<file path="config.mk">
export PLATFORM = sky130hd
export DESIGN_NAME = misoSerializer
export DESIGN_NICKNAME = d
export VERILOG_FILES = /design/src/hdl/sdCard_defs.svh /design/src/hdl/misoSerializer.sv
export SDC_FILE = /design/constraint.sdc
export NUM_CORES = 1
export LEC_CHECK = 0
export ABC_AREA = 0
export BUFFER_PORTS_ARGS = -buffer_cell sky130_fd_sc_hd__buf_2
export CORE_AREA = 2 2 39 41
export DETAILED_ROUTE_END_ITERATION = 10
export DIE_AREA = 0 0 41 43
export PLACE_DENSITY = 0.74
export SYNTH_ARGS = -nofsm -noshare
export SYNTH_HDL_FRONTEND = slang
export SYNTH_SLANG_ARGS = --single-unit
</file>
<file path="constraint.sdc">
create_clock -name sclk -period 1.41 [get_ports sclk]
set_input_delay 0.282 -clock sclk [delete_from_list [all_inputs] [get_ports sclk]]
set_output_delay 0.282 -clock sclk [all_outputs]
set_load 0.05 [all_outputs]
</file>
<file path="src/hdl/sdCard_defs.svh">
// ------------------------------------------------
// SD card target constants
// sizes, SPI timing gaps, tokens and fixed register
// values for the SPI-mode SD card
// ------------------------------------------------
`ifndef SD_CARD_DEFS_SVH
`define SD_CARD_DEFS_SVH

// storage geometry
`define SD_MEM_BYTES      4096
`define SD_BLOCK_LEN      512

// gaps, counted in whole bytes of sclk
`define SD_NCR_BYTES      1        // command end to response
`define SD_NAC_BYTES      1        // R1 of CMD17 to start token
`define SD_BUSY_BYTES     4        // busy low after data response

// tokens and fixed values
`define SD_TOKEN_START    8'hFE
`define SD_DATA_ACCEPTED  8'h05
`define SD_DUMMY_CRC      16'hAAAA
`define SD_OCR_BASE       32'h00FF8000   // voltage window, busy bit clear
`define SD_CARD_VHS       4'h1           // 2.7 to 3.6 V

`endif
</file>
<file path="src/hdl/misoSerializer.sv">
// ------------------------------------------------
// miso byte serializer
// shifts a byte out MSB first, miso changes on
// falling sclk and idles high
// ------------------------------------------------
`default_nettype none

module misoSerializer (
   input  wire logic       sclk,
   input  wire logic       rstn,
   input  wire logic       txLoad,
   input  wire logic [7:0] txByte,
   output logic            txDone,
   output logic            miso
);

   logic [7:0] shiftReg;
   logic [2:0] bitCnt;
   logic       busy;

   assign txDone = busy && (bitCnt == 3'd7);   // last bit is on the wire

   always_ff @(posedge sclk) begin
      if (!rstn) begin
         busy   <= 1'b0;
         bitCnt <= '0;
      end else if (txLoad) begin
         busy   <= 1'b1;
         bitCnt <= '0;
      end else if (busy) begin
         bitCnt <= bitCnt + 3'd1;
         if (bitCnt == 3'd7) busy <= 1'b0;
      end
   end

   always_ff @(posedge sclk) begin
      if (txLoad) shiftReg <= txByte;
      else if (busy) shiftReg <= {shiftReg[6:0], 1'b1};
   end

   // host samples on the rising edge, so drive half a clock ahead
   always_ff @(negedge sclk) begin
      if (!rstn) miso <= 1'b1;
      else miso <= busy ? shiftReg[7] : 1'b1;
   end

endmodule

`default_nettype wire

</file>
==> flow_summary.json <==
{
  "finalHoldViolCount": 0,
  "wl_um": 945,
  "yosysTopAreaCellShare_pct": 41.65,
  "clk_path_buf_depth": 2,
  "critPathKind": "reg -> out",
  "setup_viol": 2,
  "yosysTopAreaCell": "edfxtp_1",
  "fp.dieW_um": 41,
  "vias": 336,
  "finalNetCount": 68,
  "synthArstFlopShare_pct": 0,
  "layout-drive-gt1-share_pct": 57.41,
  "worstSetupPathDepth": 1,
  "maxCapViolations": 0,
  "diodes": 0,
  "dr.pass1.iters": 4,
  "ant_nets": 0,
  "whs_ns": 0.2347,
  "syn_nets": 51,
  "setup_ws_ns": -0.3790,
  "gp_congestion": 0.6360,
  "run_status": "finished, violations left",
  "antenna_found_initial": 0,
  "gr-total-overflow": 0,
  "syn_inst": 38,
  "tns_ns": -0.4529,
  "critPathRequiredTime_ns": 1.13,
  "crit_path_end_kind": "output port",
  "floorplan.die.height_um": 43,
  "clkTransAtPathRegs_ns": 0.08,
  "vdd_drop_max_uv": 587.6,
  "grt_usage_pct": 14.30,
  "die_area_um2": 1763,
  "min_path_type": "in -> reg",
  "min_path_cells": 2,
  "numCtsBuffers": 3,
  "grt_pass1_wl_um": 1552,
  "cts_tree": "built",
  "critical-path-top-delay-family": "flip-flops",
  "first_iter_violations": 3,
  "worstMarginPinSlew_ns": 0.2795,
  "h-tree-depth": 1,
  "core_um2": 1384,
  "route.detailed.drc": 0,
  "rsz0062_at_grt": "yes",
  "grt_pass1_vias": 370,
  "yosysSeqAreaShare_pct": 59.00,
  "violations": "negative setup slack",
  "postSynthAreaPerCell_um2": 15.18,
  "crit_buf_inv": 1,
  "syn-cell-area_um2": 576.8,
  "ys_warn_count": 0,
  "syn_to_final_growth_pct": 27.55,
  "wl_per_cell_um": 13.50,
  "vias_per_cell": 4.800,
  "crit_arrival_ns": 1.51,
  "cts_sinks": 13,
  "boundaryPins": 13,
  "startpoint_type": "flop",
  "finalNonFillerCells": 70,
  "yosysUniqueCellTypes": 16,
  "dp_cells": 65,
  "std_cell_rows": 14,
  "slew_viol_final": 0,
  "ctsHoldBuffers": 0,
  "crit_slowest_cell": "dfxtp_4",
  "reg2reg_depth": 1,
  "maxSlewHeadroom_pct": 81.37,
  "p_per_area_nw_per_um2": 1063,
  "cpPeakStageDelay_ns": 0.33,
  "synthTopCellsByArea": "edfxtp_1 42%, mux2_4 18%, dfxtp_1 17%, ha_1 4.3%, mux2i_1 3.5%",
  "start_util_pct": 41.68,
  "cp_max_fo": 1,
  "synth-edff-count": 8,
  "ys.flop_type": "edfxtp_1",
  "clock_skew_ns": 0.05350,
  "synth_commonest_cells": "8 x edfxtp_1, 7 x mux2_4, 5 x dfxtp_1",
  "ys_seq_elements": 13,
  "grt_max_degree": 12,
  "yosysMostFrequentCell": "edfxtp_1",
  "port_buffers": 12,
  "clk_latency_ns": 0.33,
  "root_buffer": "clkbuf_4",
  "crit_chain": "buf_8",
  "p_leak_nw": 0.3109
}
==> layout make-up <==
| cell class | count | area, µm² |
|---|---|---|
| Clock inverter | 1 | 3.754 |
| Multi-Input combinational cell | 22 | 244.0 |
| Tap cell | 16 | 20.02 |
| Fill cell | 127 | 648.1 |
| Clock buffer | 4 | 26.28 |
| Sequential cell | 13 | 346.6 |
| Timing Repair Buffer | 14 | 95.09 |
==> worst paths after layout <==
check                                 start         to  slack, ns
worst max-delay path                   miso       miso      -0.38
worst min-delay path                   rstn       busy       0.23
worst max register to register  shiftReg[7]       miso       0.11
worst min register to register    bitCnt[1]  bitCnt[1]       0.53
==> timing repair <==
action                                  4_1_cts  5_1_grt
endpoints found under the setup margin        2        2
pin swaps                                     2        1
buffers inserted                              1        0
gates resized for setup                      13        0
==> cell families (layout without fill, tap and decap cells) <==
kind of cell | count (synthesis) | count (layout) | synth area share, %
buffers and inverters | 3 | 19 | 3.469
AO/OA/AOI/OAI | 1 | 1 | 1.302
adder cells (fa/ha/maj) | 2 | 2 | 4.338
flip-flops | 13 | 13 | 59.00
XOR/XNOR | 1 | 1 | 1.519
AND/OR/NAND/NOR | 9 | 9 | 8.679
multiplexers | 9 | 9 | 21.69
==> flip-flops by register name, indices dropped and copies added, names as in the netlist <==
register and cells:
shiftReg 8, miso 1, bitCnt 3, busy 1
==> power by group <==
group | switching [mW] | leakage [nW] | internal, mW
logic | 0.0361 | 0.170 | 0.0563
registers | 0.0102 | 0.121 | 0.436
clock network | 0.130 | 0.0203 | 0.114
==> routing by layer <==
layer  part of all wire (%)  GRT usage (%)  vias to the layer above  wire length, µm
met4                    1.8          12.00                        0               17
met5                      0              0                        -                0
met3                    4.7          3.141                        2               44
met1                     43          17.35                      158              402
met2                     51          20.31                       12              480
li1                       -              -                      164                -
==> placed cells by master, fill, tap and decap left out, types with 2 or more instances in the layout <==
cell type	Yosys	layout
buf_4	0	2
nand2b_1	2	2
mux2i_1	2	2
ha_4	0	2
mux2_4	7	7
nor2_1	3	3
dfxtp_1	5	2
buf_8	0	2
clkbuf_4	0	3
dfxtp_2	0	2
edfxtp_1	8	8
buf_2	1	10
==> stage by stage <==
stage                     worst slack [ns]  cell area, µm²  utilization (%)  power [mW]
after global routing               -0.4183           735.7            53.16      0.8199
final                              -0.3790           735.7            53.16      0.7819
after global placement             -0.1297           651.9            47.11      0.5453
after floorplan                    0.01520           580.6                -      0.5237
after CTS                          -0.3880           735.7            53.16      0.7892
after detailed placement           -0.1320           651.9            47.11      0.5498
(Power assumes the default switching activity.)
