===== src/hdl/sdCard_defs.svh =====
// ------------------------------------------------
// SD card target constants
// sizes, SPI timing gaps, tokens and fixed register
// values for the SPI-mode SD card
// ------------------------------------------------
`ifndef SD_CARD_DEFS_SVH
`define SD_CARD_DEFS_SVH

// storage geometry
`define SD_MEM_BYTES      4096
`define SD_BLOCK_LEN      512

// gaps, counted in whole bytes of sclk
`define SD_NCR_BYTES      1        // command end to response
`define SD_NAC_BYTES      1        // R1 of CMD17 to start token
`define SD_BUSY_BYTES     4        // busy low after data response

// tokens and fixed values
`define SD_TOKEN_START    8'hFE
`define SD_DATA_ACCEPTED  8'h05
`define SD_DUMMY_CRC      16'hAAAA
`define SD_OCR_BASE       32'h00FF8000   // voltage window, busy bit clear
`define SD_CARD_VHS       4'h1           // 2.7 to 3.6 V

`endif

===== src/hdl/sdCardPkg.sv =====
// ------------------------------------------------
// SD card shared types
// command frame, data phase and command numbers
// ------------------------------------------------
`default_nettype none

package sdCardPkg;

   // index and argument of one captured command, CRC dropped
   typedef struct packed {
      logic [5:0]  index;
      logic [31:0] arg;
   } cmdFrameT;

   // data transfer that follows the R1
   typedef enum logic [1:0] {
      PHASE_NONE,
      PHASE_READ,
      PHASE_WRITE
   } dataPhaseT;

   typedef enum logic [5:0] {
      CMD_GO_IDLE       = 6'd0,
      CMD_SEND_IF_COND  = 6'd8,
      CMD_READ_BLOCK    = 6'd17,
      CMD_WRITE_BLOCK   = 6'd24,
      ACMD_SEND_OP_COND = 6'd41,   // only after CMD55
      CMD_APP_CMD       = 6'd55,
      CMD_READ_OCR      = 6'd58
   } cmdIndexT;

endpackage

`default_nettype wire


===== src/hdl/cmdReceiver.sv =====
// ------------------------------------------------
// SD command receiver
// finds the 0-1 start pattern on mosi and shifts in
// a 48-bit frame, keeping index and argument
// ------------------------------------------------
`default_nettype none

module cmdReceiver
   import sdCardPkg::*;
(
   input  wire logic sclk,
   input  wire logic rstn,
   input  wire logic ncs,
   input  wire logic mosi,
   input  wire logic engineBusy,
   output logic      cmdValid,
   output cmdFrameT  cmdFrame
);

   logic        active;      // inside a frame
   logic [5:0]  bitCnt;      // number of the bit on mosi now
   logic [37:0] frameBits;

   always_ff @(posedge sclk) begin
      if (!rstn) begin
         active   <= 1'b0;
         bitCnt   <= '0;
         cmdValid <= 1'b0;
      end else begin
         cmdValid <= 1'b0;
         if (ncs || engineBusy) begin   // abort, frame is lost
            active <= 1'b0;
            bitCnt <= '0;
         end else if (!active) begin
            if (!mosi) begin
               active <= 1'b1;
               bitCnt <= 6'd1;
            end
         end else if (bitCnt == 6'd1) begin
            if (mosi)
               bitCnt <= 6'd2;   // transmission bit, a 0 is taken as another start bit
         end else if (bitCnt == 6'd47) begin
            active   <= 1'b0;
            bitCnt   <= '0;
            cmdValid <= mosi;    // end bit must be 1
         end else begin
            bitCnt <= bitCnt + 6'd1;
         end
      end
   end

   // bits 2..39 carry index and argument, CRC7 is not kept
   always_ff @(posedge sclk) begin
      if (active && bitCnt >= 6'd2 && bitCnt < 6'd40)
         frameBits <= {frameBits[36:0], mosi};
   end

   assign cmdFrame = cmdFrameT'(frameBits);

   // the engine holds busy from the command on, so nothing new is taken
   noCmdWhileBusy: assert property (@(posedge sclk) disable iff (!rstn)
      !(cmdValid && engineBusy));

endmodule

`default_nettype wire


===== config.mk =====
export PLATFORM = sky130hd
export DESIGN_NAME = cmdReceiver
export DESIGN_NICKNAME = d
export VERILOG_FILES = /design/src/hdl/sdCard_defs.svh /design/src/hdl/sdCardPkg.sv /design/src/hdl/cmdReceiver.sv
export SDC_FILE = /design/constraint.sdc
export NUM_CORES = 1
export LEC_CHECK = 0
export ABC_AREA = 1
export BUFFER_PORTS_ARGS = -buffer_cell sky130_fd_sc_hd__buf_4
export CORE_MARGIN = 5
export CORE_UTILIZATION = 51
export CTS_CLUSTER_SIZE = 40
export DETAILED_ROUTE_END_ITERATION = 16
export PLACE_DENSITY = 0.87
export SETUP_SLACK_MARGIN = 0.15
export SYNTH_ARGS = -nofsm -noshare
export SYNTH_HDL_FRONTEND = slang
export SYNTH_SLANG_ARGS = --single-unit

===== constraint.sdc =====
create_clock -name sclk -period 5.4 [get_ports sclk]
set_input_delay 0.81 -clock sclk [delete_from_list [all_inputs] [get_ports sclk]]
set_output_delay 0.81 -clock sclk [all_outputs]
set_load 0.01 [all_outputs]

==> reports/qor.txt <==
Status: completed
Mapped Area: 1674 um2
Mapped Nets: 126
Worst Hold End: cmdFrame[30]
Post-CTS Hold Buffers: 0
Total die area: 4529 um2
Tmin final: 1.788 ns
Sequential area share after synthesis: 77.73%
Via Count: 1055
Worst setup EP type: flop
Clk root buf: clkbuf_4
Crit-path max FO: 38
Crit start category: flop
Port Buffer Count: 43
I/O Pins: 44
Slowest CP cell: buf_4
Worst path required time: 5.42 ns
Final Worst Setup Slack: 3.612 ns
Average wire per standard cell: 14.50 um
Worst-path cell chain: inv_1 -> ha_1 -> nor2_1 -> a311oi_4 -> buf_4
Peak supply drop: 0.0001758 V
Clock transition at the registers of the reported paths: 0.13 ns
Pre-antenna DRT Iters: 4
Most frequent cells in the layout: buf_4, edfxtp_1, nand2_1, inv_1, dfxtp_1
Power density over the cells: 255.4 nW/um2
Mapped Cells: 118
Horiz. Die Dim: 67.30 um
P_leak: 0.7882 nW
Combinational share of power: 1.7%
First-pass GRT wire length: 5140 um
Max-slew violations: 0
Post-CTS Resized: 0
FP Rows: 20
Max-Cap Viols: 0
Worst slew pin tran: 0.4358 ns
Largest cells by area after synthesis: edfxtp_1, dfxtp_1, nand2_1, ha_1, inv_1
Core area: 3103 um2
Number of buffers created by CTS: 5
Iter 0 DRT Violations: 48
Area share of the largest cell type after synthesis: 68.16%
Initial Utilization: 53.95%
Worst r2r path cells: 5
Final wirelength: 3104 um
# DRC: 0
Clk_skew: 0.005300 ns
Overall Global Routing Usage: 15.83%
Mean Syn Cell Area: 14.19 um2
Die height: 67.30 um
Register share of total power: 69.6%
Slew margin rel.: 70.95%
Most common cell after layout, fill and taps aside: buf_4
Final Hold Fails: 0
Worst path max stage delay: 0.43 ns
Ant. Diodes: 0
CTS tree: built
Final core occ: 68.83%
Final HPWL DP: 2360 um
Crit path DAT: 1.81 ns
Largest net degree at the start of global routing: 39
Switch share: 20.59%
Hold Crit Class: flop to flop
Hold Startpoint: cmdFrame[29]
Clk pwr share: 28.7%
Worst reg-to-reg setup slack: 3.61 ns
Setup CP Type: flop to flop
CTS max path bufs: 2
Ys Warns: 0
Final setup fails: 0
Hold Path Cell Cnt: 0
Vias in the first global route: 1040
Dpl ws: 3.635 ns
H-tree depth: 2
Fin Setup TNS: 0 ns
Grt total ovfl: 0
Internal power: 0.4332 mW
Fmax: 559.3 MHz
Clk sinks: 46
Filler instances: 252
Psw: 0.1123 mW
Vias/cell: 4.930
Initial antenna violation count: 0
Worst skew pair latency: 0.35 ns
DRT antenna net count: 0
RePlAce Congestion: 0.8948
Share of layout cells above drive strength 1: 39.41%
Synth area leader: edfxtp_1
RSZ-0062 raised after global routing: no
Reg-to-Reg Start: bitCnt[0]
Critical R2R Capture: cmdFrame[0]
Layout area overhead: 27.58%
Post-synthesis sequential element count: 46
Min Hold Slack: 0.4656 ns
Final nets: 177
Final Cycle Share: 33.11%
Post-CTS Repair Setup Buffers: 0
Netlist cell types: 20
-- stage by stage --
step	instances	total power [mW]	cell area, um2
2_1_floorplan	118	0.3926	1674
3_3_place_gp	206	0.3963	2077
3_5_place_dp	206	0.3969	2077
4_1_cts	214	0.5529	2136
5_1_grt	214	0.5744	2136
6_report	214	0.5455	2136
-- cell usage after synthesis --
library cell,count
a21oi_1,6
a21oi_2,1
a311oi_1,1
clkinv_1,1
dfxtp_1,8
edfxtp_1,38
ha_1,3
inv_1,10
inv_2,2
nand2_1,22
nand2_2,3
nand3_1,3
nand3_2,2
nand4_1,1
nand4_2,1
nor2_1,7
nor2_2,4
nor3_2,1
o211ai_1,1
o21ai_0,3
-- routing by layer --
layer | global-route usage [%] | share of wire, %
met1 | 17.87 | 43
met2 | 26.75 | 48
met3 | 6.489 | 8.0
met4 | 6.076 | 1.3
met5 | 0 | 0
-- kinds of logic (layout without fill, tap and decap cells) --
family | count (synthesis) | count (layout) | share of synthesized area [%]
compound gates | 12 | 12 | 4.186
simple gates | 44 | 44 | 12.93
flops | 46 | 46 | 77.73
fa+ha+maj | 3 | 3 | 2.242
buf+inv | 13 | 65 | 2.915
-- worst max path at each step --
stage / end / slack [ns] / start / depth (start not counted)
global placement: cmdFrame[23] / 3.70 / bitCnt[0] / 5
floorplan: cmdFrame[0] / 1.25 / bitCnt[2] / 2
global route: cmdFrame[0] / 3.46 / bitCnt[0] / 5
finish: cmdFrame[0] / 3.61 / bitCnt[0] / 5
detailed placement: cmdFrame[1] / 3.64 / bitCnt[0] / 5
CTS: cmdFrame[23] / 3.60 / bitCnt[0] / 5
-- state kept, by name, summed over array words and instances (netlist names) --
name and flops:
bitCnt 6, active 1, cmdValid 1, cmdFrame 38
-- power groups by stage --
stage | sequential, mW | combinational, mW | clock (mW)
after floorplan | 0.387 | 0.00528 | 0
after global placement | 0.387 | 0.00898 | 0
after detailed placement | 0.387 | 0.00946 | 0
after CTS | 0.379 | 0.00949 | 0.164
after global routing | 0.380 | 0.0107 | 0.184
final | 0.379 | 0.00943 | 0.157
-- worst max-delay path: cells and delay by family, from the launching register on --
kind,cells,cell delay (ns)
flip-flops,1,0.40
AO/OA/AOI/OAI,1,0.28
buffers and inverters,2,0.55
AND/OR/NAND/NOR,1,0.06
adder cells (fa/ha/maj),1,0.15
-- area by class of cell --
type	instances	area, um2	area share (%)
clock buffers	5	37.54	1.757
inverters	13	48.80	2.285
clock inverters	3	21.27	0.9959
flip-flops and latches	46	1301	60.93
repair buffers	44	330.3	15.47
multi-input cells	59	341.6	15.99
well taps	44	55.05	2.578
No activity file was read; power rests on OpenSTA's default activity.
