$ cat config.mk
export PLATFORM = sky130hd
export DESIGN_NAME = cardEngine
export DESIGN_NICKNAME = d
export VERILOG_FILES = /design/src/hdl/sdCardPkg.sv /design/src/hdl/cardEngine.sv
export VERILOG_INCLUDE_DIRS = /design/src /design/src/hdl
export SDC_FILE = /design/constraint.sdc
export NUM_CORES = 1
export LEC_CHECK = 0
export ABC_AREA = 1
export BUFFER_PORTS_ARGS = -buffer_cell sky130_fd_sc_hd__buf_2
export CAP_MARGIN = 10
export CORE_MARGIN = 2
export CORE_UTILIZATION = 45
export DETAILED_ROUTE_END_ITERATION = 10
export GPL_TIMING_DRIVEN = 0
export PLACE_DENSITY = 0.73
export SLEW_MARGIN = 10
export SYNTH_ARGS = -nofsm -noshare
export SYNTH_HDL_FRONTEND = slang
export SYNTH_SLANG_ARGS = --single-unit
$ cat constraint.sdc
create_clock -name sclk -period 3.88 [get_ports sclk]
set_input_delay 0.582 -clock sclk [delete_from_list [all_inputs] [get_ports sclk]]
set_output_delay 0.582 -clock sclk [all_outputs]
set_load 0.02 [all_outputs]
$ cat src/hdl/sdCard_defs.svh
// ------------------------------------------------
// SD card target constants
// sizes, SPI timing gaps, tokens and fixed register
// values for the SPI-mode SD card
// ------------------------------------------------
`ifndef SD_CARD_DEFS_SVH
`define SD_CARD_DEFS_SVH

// storage geometry
`define SD_MEM_BYTES      4096
`define SD_BLOCK_LEN      512

// gaps, counted in whole bytes of sclk
`define SD_NCR_BYTES      1        // command end to response
`define SD_NAC_BYTES      1        // R1 of CMD17 to start token
`define SD_BUSY_BYTES     4        // busy low after data response

// tokens and fixed values
`define SD_TOKEN_START    8'hFE
`define SD_DATA_ACCEPTED  8'h05
`define SD_DUMMY_CRC      16'hAAAA
`define SD_OCR_BASE       32'h00FF8000   // voltage window, busy bit clear
`define SD_CARD_VHS       4'h1           // 2.7 to 3.6 V

`endif
$ cat src/hdl/sdCardPkg.sv
// ------------------------------------------------
// SD card shared types
// command frame, data phase and command numbers
// ------------------------------------------------
`default_nettype none

package sdCardPkg;

   // index and argument of one captured command, CRC dropped
   typedef struct packed {
      logic [5:0]  index;
      logic [31:0] arg;
   } cmdFrameT;

   // data transfer that follows the R1
   typedef enum logic [1:0] {
      PHASE_NONE,
      PHASE_READ,
      PHASE_WRITE
   } dataPhaseT;

   typedef enum logic [5:0] {
      CMD_GO_IDLE       = 6'd0,
      CMD_SEND_IF_COND  = 6'd8,
      CMD_READ_BLOCK    = 6'd17,
      CMD_WRITE_BLOCK   = 6'd24,
      ACMD_SEND_OP_COND = 6'd41,   // only after CMD55
      CMD_APP_CMD       = 6'd55,
      CMD_READ_OCR      = 6'd58
   } cmdIndexT;

endpackage

`default_nettype wire

$ cat src/hdl/cardEngine.sv
// ------------------------------------------------
// SD card transfer engine
// sequences NCR gap, response, read block with token
// and CRC, write block with data response and busy
// ------------------------------------------------
`default_nettype none
`include "sdCard_defs.svh"

module cardEngine
   import sdCardPkg::*;
(
   input  wire logic        sclk,
   input  wire logic        rstn,
   input  wire logic        ncs,
   input  wire logic        mosi,
   input  wire logic        cmdValid,
   input  wire logic [7:0]  r1Byte,
   input  wire logic [31:0] extraWord,
   input  wire logic        hasExtra,
   input  wire dataPhaseT   phase,
   input  wire logic [11:0] blockAddr,
   input  wire logic        txDone,
   output logic             txLoad,
   output logic [7:0]       txByte,
   output logic [11:0]      memAddr,
   output logic             memWe,
   output logic [7:0]       memWdata,
   input  wire logic [7:0]  memRdata,
   output logic             engineBusy
);

   // NCR counts from the cycle after cmdValid, NAC from the cycle after txDone
   localparam int NCR_LOAD = `SD_NCR_BYTES * 8 - 2;
   localparam int NAC_LOAD = `SD_NAC_BYTES * 8 - 1;
   localparam logic [15:0] CRC = `SD_DUMMY_CRC;

   typedef enum logic [3:0] {
      ST_IDLE, ST_NCR, ST_RESP, ST_EXTRA, ST_NAC,
      ST_RD_TOKEN, ST_RD_DATA, ST_RD_CRC,
      ST_WR_TOKEN, ST_WR_DATA, ST_WR_CRC, ST_WR_RESP, ST_WR_BUSY
   } engineStateT;

   engineStateT state;
   logic [6:0]  cnt;        // cycles in a gap, bits on mosi
   logic [9:0]  idx;        // byte index within the current phase
   logic [6:0]  rxShift;
   logic [7:0]  rxByte;
   logic [1:0]  byteSel;
   logic        respEnd;

   assign rxByte     = {rxShift, mosi};
   assign byteSel    = 2'd3 - idx[1:0];
   assign memAddr    = blockAddr + 12'(idx[8:0]);
   assign memWe      = (state == ST_WR_DATA) && (cnt == 7'd7);
   assign memWdata   = rxByte;
   assign engineBusy = (state != ST_IDLE);
   assign respEnd    = txDone && (((state == ST_RESP) && !hasExtra) ||
                                  ((state == ST_EXTRA) && (idx == 10'd4)));

   always_comb begin
      txLoad = 1'b0;
      txByte = 8'hFF;
      case (state)
         ST_NCR: begin
            txLoad = (cnt == 7'(NCR_LOAD));
            txByte = r1Byte;
         end
         ST_RESP: begin
            txLoad = txDone && hasExtra;
            txByte = extraWord[31:24];
         end
         ST_EXTRA: begin
            txLoad = txDone && (idx != 10'd4);
            txByte = extraWord[{byteSel, 3'b000} +: 8];
         end
         ST_NAC: begin
            txLoad = (cnt == 7'(NAC_LOAD));
            txByte = `SD_TOKEN_START;
         end
         ST_RD_TOKEN: begin
            txLoad = txDone;
            txByte = memRdata;
         end
         ST_RD_DATA: begin
            txLoad = txDone;
            txByte = (idx == 10'(`SD_BLOCK_LEN)) ? CRC[15:8] : memRdata;
         end
         ST_RD_CRC: begin
            txLoad = txDone && (idx == 10'd0);
            txByte = CRC[7:0];
         end
         ST_WR_CRC: begin
            txLoad = (cnt == 7'd15);   // back to back with the last CRC bit
            txByte = `SD_DATA_ACCEPTED;
         end
         ST_WR_RESP: begin
            txLoad = txDone;
            txByte = 8'h00;            // busy is just zero bytes
         end
         ST_WR_BUSY: begin
            txLoad = txDone && (idx != 10'(`SD_BUSY_BYTES - 1));
            txByte = 8'h00;
         end
         default: ;
      endcase
   end

   always_ff @(posedge sclk) begin
      if (!rstn) begin
         state <= ST_IDLE;
         cnt   <= '0;
         idx   <= '0;
      end else if (ncs) begin
         state <= ST_IDLE;             // host dropped the card
      end else if (respEnd) begin
         cnt <= '0;
         idx <= '0;
         case (phase)
            PHASE_READ:  state <= ST_NAC;
            PHASE_WRITE: state <= ST_WR_TOKEN;
            default:     state <= ST_IDLE;
         endcase
      end else begin
         case (state)
            ST_IDLE: if (cmdValid) begin
               state <= ST_NCR;
               cnt   <= '0;
            end
            ST_NCR: begin
               cnt <= cnt + 7'd1;
               if (txLoad) state <= ST_RESP;
            end
            ST_RESP: if (txLoad) begin
               state <= ST_EXTRA;
               idx   <= 10'd1;
            end
            ST_EXTRA:   if (txLoad) idx <= idx + 10'd1;
            ST_NAC: begin
               cnt <= cnt + 7'd1;
               if (txLoad) state <= ST_RD_TOKEN;
            end
            ST_RD_TOKEN: if (txDone) begin
               state <= ST_RD_DATA;
               idx   <= 10'd1;
            end
            ST_RD_DATA: if (txDone) begin
               if (idx == 10'(`SD_BLOCK_LEN)) begin
                  state <= ST_RD_CRC;
                  idx   <= '0;
               end else begin
                  idx <= idx + 10'd1;
               end
            end
            ST_RD_CRC: if (txDone) begin
               if (idx == 10'd0) idx <= 10'd1;
               else state <= ST_IDLE;
            end
            ST_WR_TOKEN: if (rxByte == `SD_TOKEN_START) begin   // bit aligned hunt
               state <= ST_WR_DATA;
               cnt   <= '0;
               idx   <= '0;
            end
            ST_WR_DATA: begin
               cnt <= cnt + 7'd1;
               if (cnt == 7'd7) begin
                  cnt <= '0;
                  if (idx == 10'(`SD_BLOCK_LEN - 1)) state <= ST_WR_CRC;
                  else idx <= idx + 10'd1;
               end
            end
            ST_WR_CRC: begin
               cnt <= cnt + 7'd1;
               if (txLoad) state <= ST_WR_RESP;
            end
            ST_WR_RESP: if (txDone) begin
               state <= ST_WR_BUSY;
               idx   <= '0;
            end
            ST_WR_BUSY: if (txDone) begin
               if (txLoad) idx <= idx + 10'd1;
               else state <= ST_IDLE;
            end
            default: state <= ST_IDLE;
         endcase
      end
   end

   // mosi byte assembly, cleared to ones before the token hunt
   always_ff @(posedge sclk) begin
      if (respEnd) rxShift <= 7'h7F;
      else rxShift <= rxByte[6:0];
   end

   // one byte takes 8 clocks in the serializer, so loads never overlap
   loadSpacing: assert property (@(posedge sclk) disable iff (!rstn)
      txLoad |=> !txLoad [*7]);

endmodule

`default_nettype wire

==> results.md <==
- Total core area: 0.006241 mm^2
- Yosys top cell area share: 19.57%
- # hold bufs at CTS: 0
- Port Buf Inserts: 99
- Routed wire length: 8470 um
- Post-CTS Resized: 0
- Max VDD drop: 498.1 uV
- Min-Delay Path Class: flip-flop to flip-flop
- Register area: 560.5 um^2
- Global-route met3 utilization: 2.275%
- Yosys reg bits: 28
- Setup Crit Path Kind: flip-flop to primary output
- Syn Inst Count: 497
- Vias in the first global route: 3245
- Distinct cells, synth: 36
- Routed vias/inst: 5.220
- Worst-path clk slew: 100 ps
- Setup Fix Bufs, Post-CTS: 0
- Lkg Pwr: 1.890 nW
- Antenna diode count: 0
- CP arrival: 2590 ps
- GRT busiest layer: met2
- Setup ws final: 710.4 ps
- Pin count of the biggest net entering global routing: 16
- Pwr/cell area: 798.1 mW/mm^2
- Placed Area: 0.003456 mm^2
- Synth area leaders: dfxtp_1 (20%), nand2_1 (14%), nor2_1 (12%), inv_1 (8.4%), o21ai_0 (6.3%)
- Post-layout min period: 3170 ps
- TritonCTS Sinks: 28
- Max transition margin: 71.32%
- Worst EP required: 3300 ps
- Placer Congestion: 0.9582
- Die footprint: 0.007018 mm^2
- Nets@finish: 683
- Skew-Pair Late Insertion Delay: 280 ps
- Period utilization: 81.69%
- Setup WS pre-CTS: 1007 ps
- Fin area: 0.003511 mm^2
- Final-report setup violation count: 0
- CP Max Fanout: 10
- Die height: 83.78 um
- # DRC: 0
- Switching Power: 1.602 mW
- Switch share: 57.17%
- Sequential Power Share: 17.7%
- WL/cell: 12.51 um
- Final Util: 56.26%
- Max Slew Vio Count: 0
- Clock Tree Buf Depth: 2
- Combinational Power Share: 75.7%
- Clk root buf: clkbuf_8
- Layout area overhead: 22.59%
- Crit end category: primary output
- RSZ-0062 raised after global routing: false
- Clk_skew: 3.580 ps
- Synth Warn #: 0
- CP Launch Type: flip-flop
- P_int: 1.200 mW
- Sequential fraction of the synthesis area: 19.57%
- Worst-Margin Slew: 430.3 ps
- Depth of the CTS H-tree: 1
- Initial Utilization: 45.89%
- Vias post-DR: 3534
- Cell Area, Synth: 0.002864 mm^2
- Initial antenna violation count: 0
- DRT iter0 DRCs: 177
- Final hold vios: 0
- Status: finished clean
- Non-Filler Instances: 677
- # rows: 29
- Multi-input combinational cell area: 0.001986 mm^2
- Total CTS buffers: 3
- Post-Syn Area per Cell: 5.763 um^2
- CTS tree: yes
- Syn_nets: 579
- Placed insts: 673
- Detailed placer's ending HPWL: 7005 um
- First-pass GRT wire length: 14330 um
- Die X: 83.78 um
- Setup TNS: 0 ps
- GRT Resource Usage Total: 24.07%
- First-pass DRT Iterations: 5
- Leading area contributor after synthesis: dfxtp_1
- Remaining Overflow, GRT: 0
- Share of cells above drive strength 1: 21.17%
- Clock network fraction of design power: 6.5%
- Met2 Use GR: 41.60%
- Final ANT Viol Nets: 0
- Fmax: 315.5 MHz
- # fillers: 655
- GR Util met1: 31.98%
- IO Count: 100
- Max_cap viols: 0
metrics by stage:
step                hold WS [ps]  power (mW)
floorplan                  479.0       2.049
global placement           436.7       2.589
detailed placement         442.9       2.612
CTS                        472.2       2.810
global route               492.4       3.097
finish                     467.4       2.802
layout by cell type (no fill, tap or decap), types with 2 or more instances in the layout:
master / Yosys / layout
a31oi_1: 2 / 2
nand3_1: 26 / 26
a21oi_1: 23 / 23
nand4_1: 10 / 10
nor3_1: 9 / 9
ha_1: 12 / 12
o2111ai_1: 5 / 5
xnor2_1: 3 / 3
buf_2: 2 / 101
nand2_2: 4 / 4
inv_1: 64 / 64
o22ai_1: 4 / 4
or2_2: 5 / 5
clkbuf_1: 6 / 6
nor2_1: 93 / 93
nor2_2: 2 / 2
o21ai_0: 36 / 36
a221oi_1: 9 / 9
nand2_1: 107 / 107
nor2_4: 2 / 2
xor2_1: 14 / 14
or2_1: 2 / 2
o21ai_1: 11 / 11
dfxtp_1: 28 / 28
a211oi_1: 2 / 2
clkbuf_8: 0 / 4
inv_2: 6 / 6
worst max-delay path, stage by stage, from the launching register on:
cell	delay [ps]
dfxtp_1	350
clkbuf_1	200
inv_1	120
clkbuf_1	350
ha_1	280
nand3_1	90
nor2_1	130
nand2_1	110
a21oi_1	320
o2111ai_1	160
buf_2	200
metal layers:
layer	up-vias	part of all wire, %	wire [um]
li1	1842	-	-
met1	1561	46	3906
met2	121	46	3930
met3	10	6.3	536
met4	0	1.1	97
met5	-	0	0
power groups by stage:
stage	sequential, mW	combinational (mW)	clock, mW
6_report	0.496	2.12	0.183
5_1_grt	0.514	2.38	0.202
4_1_cts	0.495	2.12	0.195
3_5_place_dp	0.502	2.11	0
3_3_place_gp	0.499	2.09	0
2_1_floorplan	0.492	1.56	0
layout make-up:
class                   count  share of cell area, %
multi-input cells         388                  56.56
clock buffers               4                  1.568
inverters                  71                  7.591
flip-flops and latches     28                  15.97
plain buffers              10                  1.461
repair buffers             99                  14.11
well taps                  77                  2.744
registers in the layout (all words and copies together) (netlist names):
name and count:
rxShift 7, cnt 7, idx 10, state 4
cell usage after synthesis:
cell       count
o22ai_1        4
dfxtp_1       28
o2111ai_1      5
inv_2          6
nor2_2         2
clkinv_1       1
nor3b_1        1
a211oi_1       2
fa_1           1
o221ai_1       1
nor2_4         2
clkbuf_1       6
nor2_1        93
o211ai_1       1
a21oi_1       23
buf_2          2
xnor2_1        3
ha_1          12
nor3_1         9
nand2_1      107
o21ai_1       11
nand3_1       26
o31ai_1        1
buf_6          1
nand4_1       10
nand3_2        1
inv_1         64
buf_4          1
nand2_2        4
a221oi_1       9
or2_1          2
xor2_1        14
o21ai_0       36
o21bai_1       1
a31oi_1        2
or2_2          5
cells by family (layout without fill, tap and decap cells):
family	after synthesis	count (layout)	synth area share [%]
adder cells (fa/ha/maj)	13	13	5.941
XOR/XNOR	17	17	5.199
AND/OR/NAND/NOR	262	262	38.75
buffers and inverters	81	184	11.10
AO/OA/AOI/OAI	96	96	19.44
flip-flops	28	28	19.57
final timing paths:
path	slack [ps]	to	startpoint	depth (start not counted)
max reg2reg	1260	idx[9]	idx[0]	17
min	470	rxShift[4]	rxShift[3]	2
min reg2reg	470	rxShift[4]	rxShift[3]	2
max	710	txByte[0]	idx[0]	10
Power figures use the tool's default switching activity.
