**src/hdl/sdCard_defs.svh**
```systemverilog
// ------------------------------------------------
// SD card target constants
// sizes, SPI timing gaps, tokens and fixed register
// values for the SPI-mode SD card
// ------------------------------------------------
`ifndef SD_CARD_DEFS_SVH
`define SD_CARD_DEFS_SVH

// storage geometry
`define SD_MEM_BYTES      4096
`define SD_BLOCK_LEN      512

// gaps, counted in whole bytes of sclk
`define SD_NCR_BYTES      1        // command end to response
`define SD_NAC_BYTES      1        // R1 of CMD17 to start token
`define SD_BUSY_BYTES     4        // busy low after data response

// tokens and fixed values
`define SD_TOKEN_START    8'hFE
`define SD_DATA_ACCEPTED  8'h05
`define SD_DUMMY_CRC      16'hAAAA
`define SD_OCR_BASE       32'h00FF8000   // voltage window, busy bit clear
`define SD_CARD_VHS       4'h1           // 2.7 to 3.6 V

`endif
```
**src/hdl/sdCardPkg.sv**
```systemverilog
// ------------------------------------------------
// SD card shared types
// command frame, data phase and command numbers
// ------------------------------------------------
`default_nettype none

package sdCardPkg;

   // index and argument of one captured command, CRC dropped
   typedef struct packed {
      logic [5:0]  index;
      logic [31:0] arg;
   } cmdFrameT;

   // data transfer that follows the R1
   typedef enum logic [1:0] {
      PHASE_NONE,
      PHASE_READ,
      PHASE_WRITE
   } dataPhaseT;

   typedef enum logic [5:0] {
      CMD_GO_IDLE       = 6'd0,
      CMD_SEND_IF_COND  = 6'd8,
      CMD_READ_BLOCK    = 6'd17,
      CMD_WRITE_BLOCK   = 6'd24,
      ACMD_SEND_OP_COND = 6'd41,   // only after CMD55
      CMD_APP_CMD       = 6'd55,
      CMD_READ_OCR      = 6'd58
   } cmdIndexT;

endpackage

`default_nettype wire

```
**src/hdl/cardStatus.sv**
```systemverilog
// ------------------------------------------------
// SD card state and command decode
// keeps init and app-command state, builds R1 and
// the R3/R7 tail, and picks the data phase
// ------------------------------------------------
`default_nettype none
`include "sdCard_defs.svh"

module cardStatus
   import sdCardPkg::*;
(
   input  wire logic        sclk,
   input  wire logic        rstn,
   input  wire logic        cmdValid,
   input  wire cmdFrameT    cmdFrame,
   output logic [7:0]       r1Byte,
   output logic [31:0]      extraWord,
   output logic             hasExtra,
   output dataPhaseT        phase,
   output logic [11:0]      blockAddr
);

   logic       initDone;
   logic       appCmd;      // last command was CMD55
   logic       isR7;        // tail is the CMD8 echo, else OCR
   logic [3:0] echoVhs;
   logic [7:0] echoPattern;
   logic [7:0] baseR1;
   logic       addrBad;
   logic       vhsOk;

   assign baseR1  = initDone ? 8'h00 : 8'h01;    // idle bit
   assign addrBad = (cmdFrame.arg[8:0] != 9'd0) || (cmdFrame.arg >= 32'(`SD_MEM_BYTES));
   assign vhsOk   = (cmdFrame.arg[11:8] == `SD_CARD_VHS);

   always_ff @(posedge sclk) begin
      if (!rstn) begin
         initDone <= 1'b0;
         appCmd   <= 1'b0;
         isR7     <= 1'b0;
         hasExtra <= 1'b0;
         phase    <= PHASE_NONE;
         r1Byte   <= 8'h01;
      end else if (cmdValid) begin
         appCmd   <= 1'b0;
         isR7     <= 1'b0;
         hasExtra <= 1'b0;
         phase    <= PHASE_NONE;
         r1Byte   <= baseR1;
         case (cmdFrame.index)
            CMD_GO_IDLE: begin
               initDone <= 1'b0;
               r1Byte   <= 8'h01;
            end
            CMD_SEND_IF_COND: begin
               isR7     <= 1'b1;
               hasExtra <= 1'b1;
            end
            CMD_APP_CMD:  appCmd <= 1'b1;
            CMD_READ_OCR: hasExtra <= 1'b1;
            ACMD_SEND_OP_COND: begin
               if (appCmd) begin
                  initDone <= 1'b1;
                  r1Byte   <= 8'h00;   // init finishes at once
               end else begin
                  r1Byte <= baseR1 | 8'h04;
               end
            end
            CMD_READ_BLOCK, CMD_WRITE_BLOCK: begin
               if (!initDone)
                  r1Byte <= baseR1 | 8'h04;
               else if (addrBad)
                  r1Byte <= baseR1 | 8'h20;   // address error
               else
                  phase <= (cmdFrame.index == CMD_READ_BLOCK) ? PHASE_READ : PHASE_WRITE;
            end
            default: r1Byte <= baseR1 | 8'h04;   // illegal command
         endcase
      end
   end

   // CMD8 echo and block address
   always_ff @(posedge sclk) begin
      if (cmdValid) begin
         blockAddr <= cmdFrame.arg[11:0];
         if (cmdFrame.index == CMD_SEND_IF_COND) begin
            echoVhs     <= vhsOk ? cmdFrame.arg[11:8] : 4'h0;
            echoPattern <= cmdFrame.arg[7:0];
         end
      end
   end

   assign extraWord = isR7 ? {20'h00000, echoVhs, echoPattern}
                           : (`SD_OCR_BASE | {initDone, 31'd0});

endmodule

`default_nettype wire

```
**config.mk**
```make
export PLATFORM = sky130hd
export DESIGN_NAME = cardStatus
export DESIGN_NICKNAME = d
export VERILOG_FILES = /design/src/hdl/sdCardPkg.sv /design/src/hdl/cardStatus.sv
export VERILOG_INCLUDE_DIRS = /design/src /design/src/hdl
export SDC_FILE = /design/constraint.sdc
export NUM_CORES = 1
export LEC_CHECK = 0
export ABC_AREA = 1
export BUFFER_PORTS_ARGS = -buffer_cell sky130_fd_sc_hd__buf_2
export CAP_MARGIN = 0
export CORE_MARGIN = 1
export CORE_UTILIZATION = 47
export CTS_BUF_LIST = sky130_fd_sc_hd__clkbuf_16
export CTS_CLUSTER_DIAMETER = 80
export CTS_CLUSTER_SIZE = 8
export DETAILED_ROUTE_END_ITERATION = 8
export PLACE_DENSITY_LB_ADDON = 0.2
export SLEW_MARGIN = 20
export SYNTH_ARGS = -nofsm -noshare
export SYNTH_HDL_FRONTEND = slang
export SYNTH_SLANG_ARGS = --single-unit
```
**constraint.sdc**
```tcl
create_clock -name sclk -period 2.7 [get_ports sclk]
set_clock_uncertainty 0.15 [all_clocks]
set_input_delay 0.27 -clock sclk [delete_from_list [all_inputs] [get_ports sclk]]
set_output_delay 0.27 -clock sclk [all_outputs]
set_load 0.02 [all_outputs]
```
==> flow_summary.json, run 1 <==
{
  "setup_viol": 0,
  "hold_class": "in -> reg",
  "mostFrequentLayoutCells": "80 x buf_2, 37 x nand2_1, 28 x nor2_1",
  "clk_pin_slew_ps": 50,
  "num_antenna_cells": 0,
  "period_share_pct": 63.89,
  "synth-main-ff-cell": "edfxtp_1",
  "drtIter0Drc": 42,
  "status": "complete, no violations",
  "fmax_mhz": 579.7,
  "ctsRootBufferMaster": "clkbuf_16",
  "fill_cells": 302,
  "p_per_area_nw_per_um2": 611.9,
  "grt_overflow": 0,
  "maxSlewViolCount": 0,
  "post_synth.cell_area_avg_um2": 8.846,
  "h-tree-depth": 2,
  "cts.path.max_buffers": 2,
  "crit_path_end_kind": "primary output",
  "wirelength_mm": 2.935,
  "core-area_um2": 3337,
  "first_global_vias": 1063,
  "clock_latency_ps": 270,
  "startpoint_type": "flip-flop",
  "grt_pass1_wl_mm": 4.202,
  "synth_largest_area_cell": "edfxtp_1",
  "worstPathCellList": "inv_1 -> buf_2",
  "place_congestion": 0.7514,
  "cts-resized-gates": 0,
  "cts_tree": "done",
  "synth_warnings": 0,
  "viasPerCell": 4.390,
  "cp_data_arrival_time_ps": 1310,
  "drt_pass1_iterations": 4,
  "rsz0062_at_grt": "no",
  "drc_errors": 0,
  "finalSetupTns_ps": 0,
  "timing.final.crit_period_ps": 1725,
  "track_usage_pct": 16.14,
  "io_pins": 96,
  "grt_max_degree": 22,
  "synth_edf_count": 24,
  "ir_worst_vdd_mv": 0.3430,
  "synth-seq-area-share_pct": 54.75,
  "die_width_um": 61.17,
  "dpl.hpwl_mm": 2.258,
  "synth_top_area_share_pct": 43.80,
  "ys_types": 22,
  "max_stage_delay_ps": 620,
  "ant_nets": 0,
  "die_h_um": 61.17,
  "routed-via-count": 1374,
  "slowest_stage": "dfxtp_1",
  "cts_hold_buffers": 0,
  "cellLeakagePower_nw": 1.109,
  "yosys_register_bits": 33,
  "antenna_found_initial": 0,
  "dieArea_um2": 3741,
  "whs_ps": 39.91,
  "crit_required_ps": 2280,
  "crit_fanout": 15,
  "cts_buffers": 5,
  "synth.cell_area_um2": 1645,
  "synthCells": 186,
  "post_cts_buffers": 0,
  "post_drt_wl_per_cell_um": 9.377,
  "async_reset_ff_share_pct": 0,
  "synth_top_cells_by_area": "edfxtp_1 44%, dfxtp_1 11%, buf_4 11%",
  "start_util_pct": 49.31,
  "drive_gt1_share_pct": 36.70,
  "cts_sinks": 33,
  "drv_cap": 0,
  "finalHoldViolCount": 0,
  "io_buffers": 80,
  "syn2layout_area_growth_pct": 30.87,
  "row_count": 21,
  "crit_type": "reg -> out",
  "final_common_cell": "buf_2",
  "final_nets": 307
}
[synth_stat cells (3+ instances only)]
cell type / count
nor3_1: 4
nand2_1: 37
buf_4: 24
inv_1: 24
nor2_2: 4
nor2_1: 28
o21ai_0: 3
edfxtp_1: 24
a21oi_1: 6
dfxtp_1: 9
nand3_1: 7
[stage by stage]
step                      util [%]  power, mW  cells  area (µm²)  worst slack, ps
after CTS                    64.53      1.328    313        2153            952.7
after global routing         64.53      1.365    313        2153            815.2
after floorplan                  -     0.6721    203        1709             1007
after global placement       59.66     0.7123    305        1991             1025
after detailed placement     59.66     0.7132    305        1991             1035
final                        64.53      1.318    313        2153            974.9
[layout make-up]
class | instances | area, µm² | share of cell area [%]
Timing Repair Buffer | 81 | 407.9 | 18.94
Sequential cell | 33 | 900.9 | 41.84
Inverter | 26 | 97.59 | 4.532
Clock inverter | 3 | 37.54 | 1.743
Multi-Input combinational cell | 119 | 526.8 | 24.46
Clock buffer | 5 | 125.1 | 5.811
Tap cell | 46 | 57.56 | 2.673
[metal layers]
layer | vias to the layer above | share of wire, % | track usage, %
li1 | 707 | - | -
met1 | 592 | 41 | 17.19
met2 | 69 | 49 | 28.11
met3 | 6 | 9.2 | 7.353
met4 | 0 | 1.4 | 5.844
met5 | - | 0 | 0
[logic make-up after synthesis]
group	synth area share, %
simple gates	22.59
other cells	0.2279
compound gates	5.323
buf+inv	17.11
flops	54.75
[report_power, final]
part	switching (mW)	total (mW)	internal (mW)
logic	0.0881	0.133	0.0446
registers	0.00535	0.570	0.565
clock network	0.187	0.614	0.427
total	0.280	1.32	1.04
[registers in the layout, indices dropped and copies added (netlist names)]
signal       flops
blockAddr       12
echoPattern      8
echoVhs          4
r1Byte           3
phase            2
appCmd           1
hasExtra         1
initDone         1
isR7             1
[worst max-delay path, delay by kind of cell, from the launching register on]
kind                   cells  cell delay (ps)
buffers and inverters      2              410
DFF                        1              620
[worst paths after layout]
path	from	slack, ps	endpoint	cells past startpoint
setup / recovery	isR7$_SDFFE_PN0P_	970	extraWord[21]	2
hold / removal	cmdFrame[9]	40	blockAddr[9]$_DFFE_PP_	1
setup reg to reg	initDone$_SDFFE_PN0P_	1580	phase[1]$_SDFFE_PN0P_	4
hold reg to reg	r1Byte[5]$_SDFFE_PN0P_	320	r1Byte[5]$_SDFFE_PN0P_	2
No activity file was read; power rests on OpenSTA's default activity.
==> inputs of run 2 (changes only) <==
CORE_UTILIZATION = 43   (was 47)
clock period = 1.8 ns   (was 2.7 ns; I/O delays follow)
==> run 2 against run 1 <==
- sequential cell count unchanged
- global-route usage rose by 2.0 points
- die area grew 9.0%
- final area rose by 4.6%
- sequential power increased by 50%
- critical path type unchanged
- highest routed layer unchanged
==> flow_summary.json, run 2 (synthesis results as in run 1) <==
{
  "status": "complete, no violations",
  "crit_type": "reg -> out",
  "maxSlewViolCount": 0,
  "largest_reg_flops": 12,
  "syn2layout_area_growth_pct": 36.96,
  "clock_latency_ps": 270,
  "clk_pin_slew_ps": 50,
  "antenna_found_initial": 0,
  "mostFrequentLayoutCells": "80 x buf_2, 37 x nand2_1, 28 x nor2_1",
  "slew_headroom_pct": 66.20,
  "rsz0062_at_grt": "no",
  "row_count": 22,
  "h-tree-depth": 2,
  "grt_max_degree": 16,
  "fin_util_pct": 61.55,
  "start_util_pct": 44.94,
  "dieArea_um2": 4077,
  "io_pins": 96,
  "finalHoldViolCount": 0,
  "multi_input_area_um2": 526.8,
  "grt_overflow": 0,
  "grt_pass1_wl_mm": 5.492,
  "finalSetupTns_ps": 0,
  "cts_tree": "done",
  "wirelength_mm": 3.396,
  "dpl.hpwl_mm": 2.482,
  "regMostFlops": "blockAddr",
  "core-area_um2": 3661,
  "crit_required_ps": 1470,
  "place_congestion": 0.7744,
  "num_antenna_cells": 0,
  "placed_area_um2": 2001,
  "cp_data_arrival_time_ps": 1320,
  "postLayoutCellArea_um2": 2253,
  "die_h_um": 63.86,
  "crit_fanout": 15,
  "crit_cells": 2,
  "cp_top_family": "flip-flops",
  "regArea_um2": 900.9,
  "die_width_um": 63.86,
  "routed-via-count": 1409,
  "cts_sinks": 33,
  "crit_path_end_kind": "primary output",
  "final_nets": 320,
  "reg.largest.list": "blockAddr x12, echoPattern x8, echoVhs x4",
  "viasPerCell": 4.309,
  "track_usage_pct": 18.17,
  "period_share_pct": 91.60,
  "worstRegToRegCells": 4,
  "post_cts_buffers": 0,
  "io_buffers": 80,
  "slowest_stage": "dfxtp_1",
  "drv_cap": 0,
  "p_per_area_nw_per_um2": 817.1,
  "hold_class": "in -> reg",
  "crit_buf_inv": 2,
  "max_stage_delay_ps": 630,
  "fill_cells": 343,
  "power_mw": 1.841,
  "setup_viol": 0,
  "drc_errors": 0,
  "fmax_mhz": 606.5,
  "timing.final.crit_period_ps": 1649,
  "worstPathCellList": "inv_1 -> buf_2",
  "drt_pass1_iterations": 4,
  "final_common_cell": "buf_2",
  "ant_nets": 0,
  "cellLeakagePower_nw": 1.149,
  "startpoint_type": "flip-flop",
  "cts.path.max_buffers": 2,
  "final_cells": 327,
  "ir_worst_vdd_mv": 0.3752,
  "cts_buffers": 5,
  "hold_depth": 3,
  "first_global_vias": 1275,
  "tightest_slew_ps": 506.2,
  "place_inst": 308,
  "drtIter0Drc": 32,
  "drive_gt1_share_pct": 35.13,
  "ctsRootBufferMaster": "clkbuf_16",
  "post_drt_wl_per_cell_um": 10.39,
  "cts-resized-gates": 0
}
==> run 2: cell types whose count changed in the layout (fill, tap and decap cells not counted), sizes merged <==
cell,delta
buf,+1
bufinv,-1
dlygate4sd3,+12
==> run 2: layout make-up <==
cell class	count	area share, %
inverter	26	4.331
clock inverter	2	0.3331
timing repair buffer	94	23.76
tap	48	2.665
sequential	33	39.98
clock buffer	5	5.552
multi-input combinational	119	23.38
==> run 2: path summary, 6_finish.rpt <==
kind / start / end / slack, ps
max reg2reg: initDone$_SDFFE_PN0P_ / phase[0]$_SDFFE_PN0P_ / 690
min reg2reg: r1Byte[5]$_SDFFE_PN0P_ / r1Byte[5]$_SDFFE_PN0P_ / 320
max: isR7$_SDFFE_PN0P_ / extraWord[17] / 150
min: rstn / hasExtra$_SDFFE_PN0P_ / 30
==> run 2: timing repair <==
action | CTS | global route
setup endpoints to repair | 0 | 0
endpoints found under the hold margin | 20 | 0
hold buffers | 12 | 0
==> run 2: tightest hold or removal path: cells and delay by family <==
family                 cells  cell delay (ps)
buffers and inverters      2              160
AOI/OAI and AO/OA          1               90
==> run 2: layer usage <==
layer / vias up / track usage (%) / share of wire [%]
li1: 732 / - / -
met1: 623 / 20.18 / 41
met2: 48 / 32.05 / 51
met3: 6 / 4.286 / 5.3
met4: 0 / 9.375 / 1.9
met5: - / 0 / 0
==> run 2: stage by stage <==
| step | hold WS, ps | setup WS, ps |
|---|---|---|
| 6_report | 29.28 | 151.2 |
| 2_1_floorplan | 128.9 | 196.6 |
| 3_3_place_gp | 223.5 | 366.8 |
| 3_5_place_dp | 229.0 | 354.5 |
| 5_1_grt | 47.03 | 2.807 |
| 4_1_cts | 31.13 | 112.1 |
==> run 2: report_power, final <==
part	leakage (nW)	internal, mW	switching (mW)	total (mW)
clock	0.0685	0.492	0.269	0.762
sequential	0.297	0.848	0.00723	0.855
combinational	0.784	0.0855	0.139	0.225
